--- src/ps2_kbd_pkg.sv ---
package ps2_kbd_pkg;

    // One byte as it arrives from the keyboard.
    typedef logic [7:0] scan_code_t;

    // One nibble for one display digit.
    typedef logic [3:0] hex_digit_t;

    // Bit 0 is segment a up to bit 6 segment g, bit 7 the decimal point. Active low.
    typedef logic [7:0] seg_t;

    // Dropped frames, saturating.
    typedef logic [7:0] err_count_t;

    typedef enum logic [1:0] {
        SHOW_ON_RELEASE = 2'd0,
        SHOW_ON_PRESS   = 2'd1
    } disp_mode_t;

    typedef enum logic [1:0] {
        IDLE       = 2'd0,
        BREAK_WAIT = 2'd1,
        HOLD       = 2'd2
    } dec_state_t;

    // Byte handed from the receiver to the decoder.
    typedef struct packed {
        logic       valid;
        scan_code_t code;
    } scan_byte_t;

    // Display configuration.
    typedef struct packed {
        disp_mode_t mode;
        logic       blank;
    } cfg_t;

    // A key release is announced by this prefix.
    localparam scan_code_t BREAK_PREFIX = 8'hF0;

endpackage
--- src/ps2_display_top.sv ---
`timescale 1ns/1ps

module ps2_display_top #(
    parameter int FIFO_DEPTH = 4,
    parameter int CREDITS    = 2
) (
    input  logic                    clk,
    input  logic                    rst,
    input  logic                    ps2_clk,
    input  logic                    ps2_dat,
    input  logic                    cfg_we,
    input  ps2_kbd_pkg::cfg_t       cfg_wdata,
    output ps2_kbd_pkg::seg_t       seg_lo,
    output ps2_kbd_pkg::seg_t       seg_hi,
    output ps2_kbd_pkg::scan_code_t key_code,
    output logic                    key_strobe,
    output ps2_kbd_pkg::err_count_t err_count
);
    import ps2_kbd_pkg::*;

    scan_byte_t rx_byte;
    logic       credit_return;
    cfg_t       cfg;
    logic       key_shown;
    logic       blank;

    ps2_receiver #(
        .FIFO_DEPTH (FIFO_DEPTH),
        .CREDITS    (CREDITS)
    ) u_rx (
        .clk           (clk),
        .rst           (rst),
        .ps2_clk       (ps2_clk),
        .ps2_dat       (ps2_dat),
        .credit_return (credit_return),
        .byte_out      (rx_byte),
        .err_count     (err_count)
    );

    scan_decoder #(
        .CREDITS (CREDITS)
    ) u_dec (
        .clk           (clk),
        .rst           (rst),
        .byte_in       (rx_byte),
        .mode          (cfg.mode),
        .credit_return (credit_return),
        .key_code      (key_code),
        .key_shown     (key_shown),
        .key_strobe    (key_strobe)
    );

    display_config u_cfg (
        .clk       (clk),
        .rst       (rst),
        .cfg_we    (cfg_we),
        .cfg_wdata (cfg_wdata),
        .cfg       (cfg)
    );

    // Nothing is shown before the first key.
    assign blank = cfg.blank | ~key_shown;

    seg7_decoder u_seg_lo (
        .digit (key_code[3:0]),
        .blank (blank),
        .seg   (seg_lo)
    );

    seg7_decoder u_seg_hi (
        .digit (key_code[7:4]),
        .blank (blank),
        .seg   (seg_hi)
    );

endmodule

--- src/ps2_receiver.sv ---
`timescale 1ns/1ps

module ps2_receiver #(
    parameter int FIFO_DEPTH = 4,
    parameter int CREDITS    = 2
) (
    input  logic                    clk,
    input  logic                    rst,
    input  logic                    ps2_clk,
    input  logic                    ps2_dat,
    input  logic                    credit_return,
    output ps2_kbd_pkg::scan_byte_t byte_out,
    output ps2_kbd_pkg::err_count_t err_count
);
    import ps2_kbd_pkg::*;

    localparam int PW = (FIFO_DEPTH > 1) ? $clog2(FIFO_DEPTH) : 1;
    localparam int CW = $clog2(FIFO_DEPTH + 1);
    localparam int KW = $clog2(CREDITS + 1);

    logic [1:0]    clk_sync;
    logic [1:0]    dat_sync;
    logic          clk_prev;
    logic          fall;
    logic [10:0]   frame;
    logic [3:0]    bit_cnt;
    logic          frame_done;
    logic          frame_ok;
    logic          push;
    logic          pop;
    scan_code_t    mem [FIFO_DEPTH];
    logic [PW-1:0] wr_ptr;
    logic [PW-1:0] rd_ptr;
    logic [CW-1:0] count;
    logic [KW-1:0] credits;

    always_ff @(posedge clk)
    begin
        if (!rst)
        begin
            clk_sync <= 2'b11;
            dat_sync <= 2'b11;
            clk_prev <= 1'b1;
        end
        else
        begin
            clk_sync <= {clk_sync[0], ps2_clk};
            dat_sync <= {dat_sync[0], ps2_dat};
            clk_prev <= clk_sync[1];
        end
    end

    assign fall = clk_prev & ~clk_sync[1];

    // Bits arrive LSB first, so they enter at the top and move down.
    always_ff @(posedge clk)
    begin
        if (!rst)
        begin
            bit_cnt    <= '0;
            frame_done <= 1'b0;
        end
        else
        begin
            frame_done <= fall && (bit_cnt == 4'd10);
            if (fall)
                bit_cnt <= (bit_cnt == 4'd10) ? 4'd0 : bit_cnt + 4'd1;
        end
    end

    always_ff @(posedge clk)
    begin
        if (fall)
            frame <= {dat_sync[1], frame[10:1]};
    end

    // Start low, stop high, odd parity over data and parity bit.
    assign frame_ok = ~frame[0] & frame[10] & (^frame[9:1]);

    assign push = frame_done & frame_ok & (count != CW'(FIFO_DEPTH));
    assign pop  = (count != '0) & (credits != '0);

    always_ff @(posedge clk)
    begin
        if (push)
            mem[wr_ptr] <= frame[8:1];
        if (pop)
            byte_out.code <= mem[rd_ptr];
    end

    always_ff @(posedge clk)
    begin
        if (!rst)
        begin
            wr_ptr         <= '0;
            rd_ptr         <= '0;
            count          <= '0;
            credits        <= KW'(CREDITS);
            byte_out.valid <= 1'b0;
            err_count      <= '0;
        end
        else
        begin
            byte_out.valid <= pop;
            if (push)
                wr_ptr <= (wr_ptr == PW'(FIFO_DEPTH - 1)) ? '0 : wr_ptr + 1'b1;
            if (pop)
                rd_ptr <= (rd_ptr == PW'(FIFO_DEPTH - 1)) ? '0 : rd_ptr + 1'b1;
            count   <= count + CW'(push) - CW'(pop);
            credits <= credits + KW'(credit_return) - KW'(pop);
            if (frame_done && !push && err_count != 8'hFF)
                err_count <= err_count + 8'd1; // Bad frame or FIFO full.
        end
    end

endmodule

--- src/scan_decoder.sv ---
`timescale 1ns/1ps

module scan_decoder #(
    parameter int CREDITS = 2
) (
    input  logic                    clk,
    input  logic                    rst,
    input  ps2_kbd_pkg::scan_byte_t byte_in,
    input  ps2_kbd_pkg::disp_mode_t mode,
    output logic                    credit_return,
    output ps2_kbd_pkg::scan_code_t key_code,
    output logic                    key_shown,
    output logic                    key_strobe
);
    import ps2_kbd_pkg::*;

    localparam int PW = (CREDITS > 1) ? $clog2(CREDITS) : 1;
    localparam int CW = $clog2(CREDITS + 1);

    scan_code_t    buf_mem [CREDITS];
    logic [PW-1:0] wr_ptr;
    logic [PW-1:0] rd_ptr;
    logic [CW-1:0] count;
    logic          pop;
    scan_code_t    head;
    dec_state_t    state;
    logic          show;

    // The credit scheme keeps the buffer from overflowing.
    always_ff @(posedge clk)
    begin
        if (byte_in.valid)
            buf_mem[wr_ptr] <= byte_in.code;
    end

    assign head = buf_mem[rd_ptr];
    assign pop  = (count != '0) && (state != HOLD); // Nothing is taken while strobing.

    // Decide whether the byte being consumed ends a display event.
    always_comb
    begin
        show = 1'b0;
        if (state == IDLE)
            show = (head != BREAK_PREFIX) && (mode == SHOW_ON_PRESS);
        else if (state == BREAK_WAIT)
            show = (mode == SHOW_ON_RELEASE);
    end

    always_ff @(posedge clk)
    begin
        if (!rst)
        begin
            wr_ptr        <= '0;
            rd_ptr        <= '0;
            count         <= '0;
            credit_return <= 1'b0;
            state         <= IDLE;
            key_code      <= '0;
            key_shown     <= 1'b0;
        end
        else
        begin
            credit_return <= pop;
            if (byte_in.valid)
                wr_ptr <= (wr_ptr == PW'(CREDITS - 1)) ? '0 : wr_ptr + 1'b1;
            if (pop)
                rd_ptr <= (rd_ptr == PW'(CREDITS - 1)) ? '0 : rd_ptr + 1'b1;
            count <= count + CW'(byte_in.valid) - CW'(pop);

            if (state == HOLD)
                state <= IDLE;
            else if (pop)
            begin
                if (show)
                begin
                    key_code  <= head;
                    key_shown <= 1'b1;
                    state     <= HOLD;
                end
                else if (state == IDLE && head == BREAK_PREFIX)
                    state <= BREAK_WAIT;
                else
                    state <= IDLE;
            end
        end
    end

    assign key_strobe = (state == HOLD);

endmodule

--- src/display_config.sv ---
`timescale 1ns/1ps

module display_config (
    input  logic              clk,
    input  logic              rst,
    input  logic              cfg_we,
    input  ps2_kbd_pkg::cfg_t cfg_wdata,
    output ps2_kbd_pkg::cfg_t cfg
);
    import ps2_kbd_pkg::*;

    disp_mode_t wr_mode;

    // Encodings other than the two modes fall back to release mode.
    always_comb
    begin
        case (cfg_wdata.mode)
            SHOW_ON_PRESS: wr_mode = SHOW_ON_PRESS;
            default:       wr_mode = SHOW_ON_RELEASE;
        endcase
    end

    always_ff @(posedge clk)
    begin
        if (!rst)
        begin
            cfg.mode  <= SHOW_ON_RELEASE;
            cfg.blank <= 1'b0;
        end
        else if (cfg_we)
        begin
            cfg.mode  <= wr_mode;
            cfg.blank <= cfg_wdata.blank;
        end
    end

endmodule

--- src/seg7_decoder.sv ---
`timescale 1ns/1ps

module seg7_decoder (
    input  ps2_kbd_pkg::hex_digit_t digit,
    input  logic                    blank,
    output ps2_kbd_pkg::seg_t       seg
);

    logic [6:0] lit; // Segments g to a, one means lit.

    always_comb
    begin
        case (digit)
            4'h0:    lit = 7'h3F;
            4'h1:    lit = 7'h06;
            4'h2:    lit = 7'h5B;
            4'h3:    lit = 7'h4F;
            4'h4:    lit = 7'h66;
            4'h5:    lit = 7'h6D;
            4'h6:    lit = 7'h7D;
            4'h7:    lit = 7'h07;
            4'h8:    lit = 7'h7F;
            4'h9:    lit = 7'h6F;
            4'hA:    lit = 7'h77;
            4'hB:    lit = 7'h7C; // Lower case b.
            4'hC:    lit = 7'h39;
            4'hD:    lit = 7'h5E; // Lower case d.
            4'hE:    lit = 7'h79;
            default: lit = 7'h71;
        endcase
    end

    // The display is active low and the decimal point stays dark.
    assign seg = blank ? 8'hFF : {1'b1, ~lit};

endmodule

--- config.mk ---
export PLATFORM = sky130hd
export DESIGN_NAME = ps2_display_top
export DESIGN_NICKNAME = d
export VERILOG_FILES = /design/src/ps2_kbd_pkg.sv /design/src/ps2_display_top.sv /design/src/ps2_receiver.sv /design/src/scan_decoder.sv /design/src/display_config.sv /design/src/seg7_decoder.sv
export SDC_FILE = /design/constraint.sdc
export NUM_CORES = 1
export LEC_CHECK = 0
export ABC_AREA = 1
export BUFFER_PORTS_ARGS = -buffer_cell sky130_fd_sc_hd__buf_2
export CAP_MARGIN = 5
export CORE_ASPECT_RATIO = 0.5
export CORE_MARGIN = 3
export CORE_UTILIZATION = 59
export DETAILED_ROUTE_END_ITERATION = 10
export HOLD_SLACK_MARGIN = 0.08
export PLACE_DENSITY = 0.89
export SYNTH_ARGS = -nofsm -noshare
export SYNTH_HDL_FRONTEND = slang
export SYNTH_HIERARCHICAL = 1
export SYNTH_SLANG_ARGS = --single-unit
--- constraint.sdc ---
create_clock -name clk -period 3.1 [get_ports clk]
set_input_delay 0.93 -clock clk [delete_from_list [all_inputs] [get_ports clk]]
set_output_delay 0.93 -clock clk [all_outputs]
set_load 0.01 [all_outputs]
==> results of run 1 <==
==> final timing paths <==
kind	start	end	slack, ns	depth (start not counted)
setup / recovery	u_rx/frame_done	u_rx/mem[1][0]	0.34	4
hold / removal	u_rx/dat_sync[1]	u_rx/frame[10]	0.40	0
setup reg to reg	u_rx/frame_done	u_rx/mem[1][0]	0.34	4
hold reg to reg	u_rx/dat_sync[1]	u_rx/frame[10]	0.40	0
==> cell type report <==
| type | count | area share |
|---|---|---|
| clock buffers | 27 | 0.0844 |
| clock inverters | 5 | 0.00403 |
| inverters | 98 | 0.0616 |
| multi-input cells | 373 | 0.318 |
| flip-flops and latches | 114 | 0.475 |
| well taps | 117 | 0.0236 |
| repair buffers | 40 | 0.0330 |
==> worst max-delay path: stages (launching register included) <==
cell	delay [ns]
dfxtp_1	0.71
o21ai_1	0.27
nor3b_2	0.23
nand3_2	0.40
nor2_1	0.77
==> power breakdown <==
| group | switching (uW) | leakage, uW | internal, uW |
|---|---|---|---|
| clock | 623 | 0.000276 | 1150 |
| combinational | 567 | 0.00143 | 303 |
| sequential | 174 | 0.000996 | 1870 |
| total | 1360 | 0.00270 | 3320 |
==> flip-flops by register name (all words and copies together) (netlist names), 2 cells and up, named ones only <==
name	count
u_cfg/cfg	2
u_dec/buf_mem	16
u_dec/count	2
u_dec/key_code	8
u_dec/state	2
u_rx/bit_cnt	4
u_rx/byte_out	9
u_rx/clk_sync	2
u_rx/count	3
u_rx/credits	2
u_rx/dat_sync	2
u_rx/err_count	8
u_rx/frame	11
u_rx/mem	32
u_rx/rd_ptr	2
u_rx/wr_ptr	2
==> kinds of logic after synthesis <==
family,synth area share
and+or+nand+nor,0.228
buffers and inverters,0.0992
DFF,0.540
AOI/OAI and AO/OA,0.0647
adders and majority gates,0.0585
xor gates and xnor gates,0.00800
other,0.00206
==> placed cells by master, fill, tap and decap left out, types with 2 or more instances in the layout <==
master       n
a21oi_1     20
a21oi_2      2
buf_2       38
buf_4        2
clkbuf_1     5
clkbuf_16   18
clkbuf_8     4
clkinv_2     5
conb_1       3
dfxtp_1     47
edfxtp_1    67
ha_1        24
inv_1       90
inv_2        5
inv_8        2
nand2_1    133
nand2_2      3
nand2_4      2
nand3_1     38
nand3_2      9
nand4_1     10
nor2_1      62
nor2_2       6
nor3_1       5
o211ai_1     5
o21ai_0     25
o21ai_1      3
o22ai_1      8
or2_2        5
xor2_1       4
==> per-layer routing <==
layer | track usage | vias up | part of all wire | wire (um)
li1 | - | 2029 | - | -
met1 | 0.254 | 1853 | 0.43 | 4540
met2 | 0.362 | 180 | 0.49 | 5220
met3 | 0.0655 | 27 | 0.065 | 689
met4 | 0.0904 | 0 | 0.019 | 207
met5 | 0 | - | 0 | 0
==> through the flow <==
| stage | hold slack [ns] | instance area [sq um] | utilization |
|---|---|---|---|
| finish | 0.396 | 6210 | 0.701 |
| CTS | 0.396 | 6210 | 0.701 |
| global placement | 0.389 | 5660 | 0.639 |
| detailed placement | 0.389 | 5660 | 0.639 |
| floorplan | 0.386 | 5470 | - |
| global route | 0.422 | 6210 | 0.701 |
==> results.md, run 1 <==
- Status: complete, no violations
- Routed WL: 10700 um
- Slew @ Worst Pin: 0.794 ns
- Hold Vio Cnt, Final: 0
- DRT iter0 DRCs: 338
- LEAKAGE: 0.00270 uW
- Max clock buf depth: 2
- Syn Area/Cell: 9.04 sq um
- Sequential Area: 2950 sq um
- Number of port buffers: 38
- PostCTS Resize Cnt: 0
- Multi-input gate area: 1980 sq um
- Final period util: 0.889
- # IOs: 41
- # rows: 24
- DR vias/cell: 5.28
- Syn_nets: 638
- Register area share after synthesis: 0.540
- Clk slew on worst S/H paths: 0.05 ns
- Critical path startpoint category: register
- Cts hold-fix bufs: 0
- Max Freq: 363 MHz
- Die ar.: 10500 sq um
- Hold Path Class: reg2reg
- Pins over their slew limit: 0
- Via Count: 4089
- Synth Cell Area: 5470 sq um
- Critical Path RT: 3.13 ns
- CTS Buf Count: 17
- Yosys warning count: 6
- Overall power: 4680 uW
- Power density over cell area: 754 nW/um^2
- Setup_tns: 0 ns
- Synth Flop Type: edfxtp_1
- Vias in the first global route: 3776
- Largest net degree at the start of global routing: 34
- First-pass GRT wire length: 17300 um
- RSZ-0062 raised after global routing: false
- Number of enable flip-flop cells after synthesis: 67
- CTS tree: yes
- Non-Filler Instances: 774
- Synth cell types: 35
- Placement Setup Slack: 0.521 ns
- Core ar.: 8860 sq um
- Filler instances: 597
- Placed cells: 742
- Total global routing track utilization: 0.212
- # diodes: 0
- CTS Root Cell: clkbuf_16
- #FFs+latches synth: 114
- DRC: 0
- Synth top area share: 0.368
- Setup violations, final: 0
- Postcts setup bufs: 0
- Async S/R FF share, synth: 0
- Setup ws final: 0.344 ns
- Grt total ovfl: 0
- Remaining antenna violation count: 0
- Tmin final: 2.76 ns
- DR pass1 iterations: 5
- Initial antenna violation count: 0
- Starting density of the core: 0.618
- Area growth syn-to-layout: 13.5%
- Max IR drop VDD: 522 uV
- Final HPWL from detailed placement: 6650 um
- Syn Inst Count: 605
- Synth top area cells: edfxtp_1, dfxtp_1, nand2_1
- Die Wd: 142 um
- Most numerous cell in the Yosys netlist: nand2_1
- Clk_skew: 0.0114 ns
- Nets@finish: 677
- Fraction of layout cells with a size suffix above 1: 0.157
- Routed len/inst: 13.8 um
- Worst setup EP type: register
- Die H: 74.1 um
- Setup Crit Path Kind: reg2reg
- Largest area contributor in the netlist: edfxtp_1
- Routability cong.: 0.923
- Slew Limit Headroom: 0.469
- Critical Path Fanout Max: 23
- Maximum Capacitance Violations: 0
- Clock sink count: 114
- Critical Path AT: 2.78 ns
- H-Tree Depth: 4
- Skew-Pair Late Insertion Delay: 0.41 ns
- Synth top cells by count: nand2_1, inv_1, edfxtp_1, nor2_1, dfxtp_1
Note: power is estimated with default switching activity, not from simulation.
==> inputs of run 2 (changes only) <==
--- a/config.mk
+++ b/config.mk
@@ -13,6 +13,7 @@
 export CORE_UTILIZATION = 59
 export DETAILED_ROUTE_END_ITERATION = 10
 export HOLD_SLACK_MARGIN = 0.08
+export MAX_ROUTING_LAYER = met4
 export PLACE_DENSITY = 0.89
 export SYNTH_ARGS = -nofsm -noshare
 export SYNTH_HDL_FRONTEND = slang
==> results.md, run 2 (same netlist as run 1, synthesis figures left out) <==
- Setup violations, final: 0 (unchanged)
- Grt total ovfl: 0 (unchanged)
- Postcts setup bufs: 0 (unchanged)
- Critical Path Fanout Max: 23 (unchanged)
- Via Count: 4091 (+0.049%)
- Routed len/inst: 13.7 um (-0.39%)
- # rows: 24 (unchanged)
- Sw Share: 0.291 (about the same)
- Largest net degree at the start of global routing: 34 (unchanged)
- Non-Filler Instances: 774 (unchanged)
- Clock share of power: 0.377 (about the same)
- Placed cell areas: 5660 sq um (unchanged)
- Net switching power: 1360 uW (-0.14%)
- Nets@finish: 677 (unchanged)
- Hold Path Class: reg2reg
- Max FFs per register: 32 (unchanged)
- Setup_tns: 0 ns (unchanged)
- Reg2reg end: u_rx/mem[1][0]
- Fraction of layout cells with a size suffix above 1: 0.157 (unchanged)
- DR vias/cell: 5.29 (about the same)
- Sequential power share: 0.437 (about the same)
- Die Wd: 142 um (unchanged)
- Power density over cell area: 754 nW/um^2 (about the same)
- Cts hold-fix bufs: 0 (unchanged)
- Gate power share: 0.186 (about the same)
- Largest Register: u_rx/mem
- Die ar.: 10500 sq um (unchanged)
- Routability cong.: 0.939 (+1.8%)
- LEAKAGE: 0.00270 uW (unchanged)
- Number of port buffers: 38 (unchanged)
- # diodes: 0 (unchanged)
- WHS Path Cells: 0 (unchanged)
- Maximum Capacitance Violations: 0 (unchanged)
- DRC: 0 (unchanged)
- CTS Root Cell: clkbuf_16
- PostCTS Resize Cnt: 0 (unchanged)
- Worst R2R Path Depth: 4 (unchanged)
- Initial antenna violation count: 0 (unchanged)
- Clock sink count: 114 (unchanged)
- Max IR drop VDD: 527 uV (+1.1%)
- RSZ-0062 raised after global routing: false
- Most common cell after layout, fill and taps aside: nand2_1
- Die H: 74.1 um (unchanged)
- Critical Path AT: 2.75 ns (-0.03 ns)
- Final HPWL from detailed placement: 6650 um (unchanged)
- Max clock buf depth: 2 (unchanged)
- Area growth syn-to-layout: 13.5% (unchanged)
- Pins over their slew limit: 0 (unchanged)
- Tmin final: 2.73 ns (-0.0303 ns)
- CTS Buf Count: 17 (unchanged)
- Starting density of the core: 0.618 (unchanged)
- Setup Crit Path Kind: reg2reg
- CTS tree: yes
- Remaining antenna violation count: 0 (unchanged)
- Slew @ Worst Pin: 0.768 ns (-0.0252 ns)
- DR pass1 iterations: 5 (unchanged)
- Total global routing track utilization: 0.219 (+0.00737)
- Critical path startpoint category: register
- First-pass GRT wire length: 17300 um (about the same)
- # IOs: 41 (unchanged)
- Worst setup EP type: register
- Vias in the first global route: 3789 (+0.34%)
- Filler instances: 597 (unchanged)
- Fin area: 6210 sq um (unchanged)
- RR Startpoint: u_rx/frame_done
- Largest regs: u_rx/mem (32), u_dec/buf_mem (16), u_rx/frame (11)
- Hold path start: u_rx/dat_sync[1]
- Critical Path RT: 3.13 ns (about the same)
- Routed WL: 10600 um (-0.39%)
- Hold EP: u_rx/frame[10]
- H-Tree Depth: 4 (unchanged)
- Skew-Pair Late Insertion Delay: 0.41 ns (about the same)
- Core ar.: 8860 sq um (unchanged)
- Clk_skew: 0.0133 ns (+0.00187 ns)
- R2r setup slk: 0.37 ns (+0.03 ns)
- Clk slew on worst S/H paths: 0.05 ns (about the same)
- Slew Limit Headroom: 0.486 (+0.0168)
- Hold Vio Cnt, Final: 0 (unchanged)
- Int Power: 3320 uW (about the same)
- Status: complete, no violations
- Max Freq: 367 MHz (+1.1%)
- Most frequent cells in the layout: nand2_1, inv_1, edfxtp_1
- Final period util: 0.879 (-0.00976)
- DRT iter0 DRCs: 377 (+12%)
- Placed cells: 742 (unchanged)
[run 2: per-stage QoR]
stage	hold WS [ns]	util	setup slack, ns	total power [uW]
floorplan	0.386	-	0.790	2700
global placement	0.389	0.639	0.544	2830
detailed placement	0.389	0.639	0.521	2900
CTS	0.396	0.701	0.418	4700
global route	0.423	0.701	0.194	4930
finish	0.396	0.701	0.374	4680
[run 2: metal layers]
layer | GRT usage | wire, um | up-vias
li1 | - | - | 2033
met1 | 0.253 | 4490 | 1846
met2 | 0.363 | 5090 | 186
met3 | 0.0758 | 833 | 26
met4 | 0.0745 | 200 | 0
met5 | - | 0 | -
[run 2: layout make-up]
type	instances	area (sq um)	share of cell area
Multi-Input combinational cell	373	1980	0.318
Clock buffer	27	524	0.0844
Inverter	98	383	0.0616
Clock inverter	5	25.0	0.00403
Sequential cell	114	2950	0.475
Tap cell	117	146	0.0236
Timing Repair Buffer	40	205	0.0330
[run 2: worst max-delay path by stage]
| stage | cells past startpoint | startpoint | slack (ns) | end |
|---|---|---|---|---|
| floorplan | 8 | u_rx/count[2] | 0.79 | u_rx/count[2] |
| global placement | 4 | u_rx/frame_done | 0.54 | u_rx/mem[3][1] |
| detailed placement | 4 | u_rx/frame_done | 0.52 | u_rx/mem[1][2] |
| CTS | 8 | u_dec/key_code[1] | 0.42 | seg_lo[3] |
| global route | 4 | u_rx/frame_done | 0.19 | u_rx/mem[1][0] |
| finish | 4 | u_rx/frame_done | 0.37 | u_rx/mem[1][0] |
[run 2: power groups by stage]
stage	Clock, uW	Sequential [uW]	Combinational, uW
global route	1870	2070	993
detailed placement	0	2070	833
floorplan	0	1980	720
global placement	0	2040	785
finish	1770	2050	869
CTS	1790	2050	865
[run 2: worst max-delay path: stages (launching register included)]
cell and delay (ns):
dfxtp_1 0.70, o21ai_1 0.27, nor3b_2 0.23, nand3_2 0.40
nor2_1 0.75
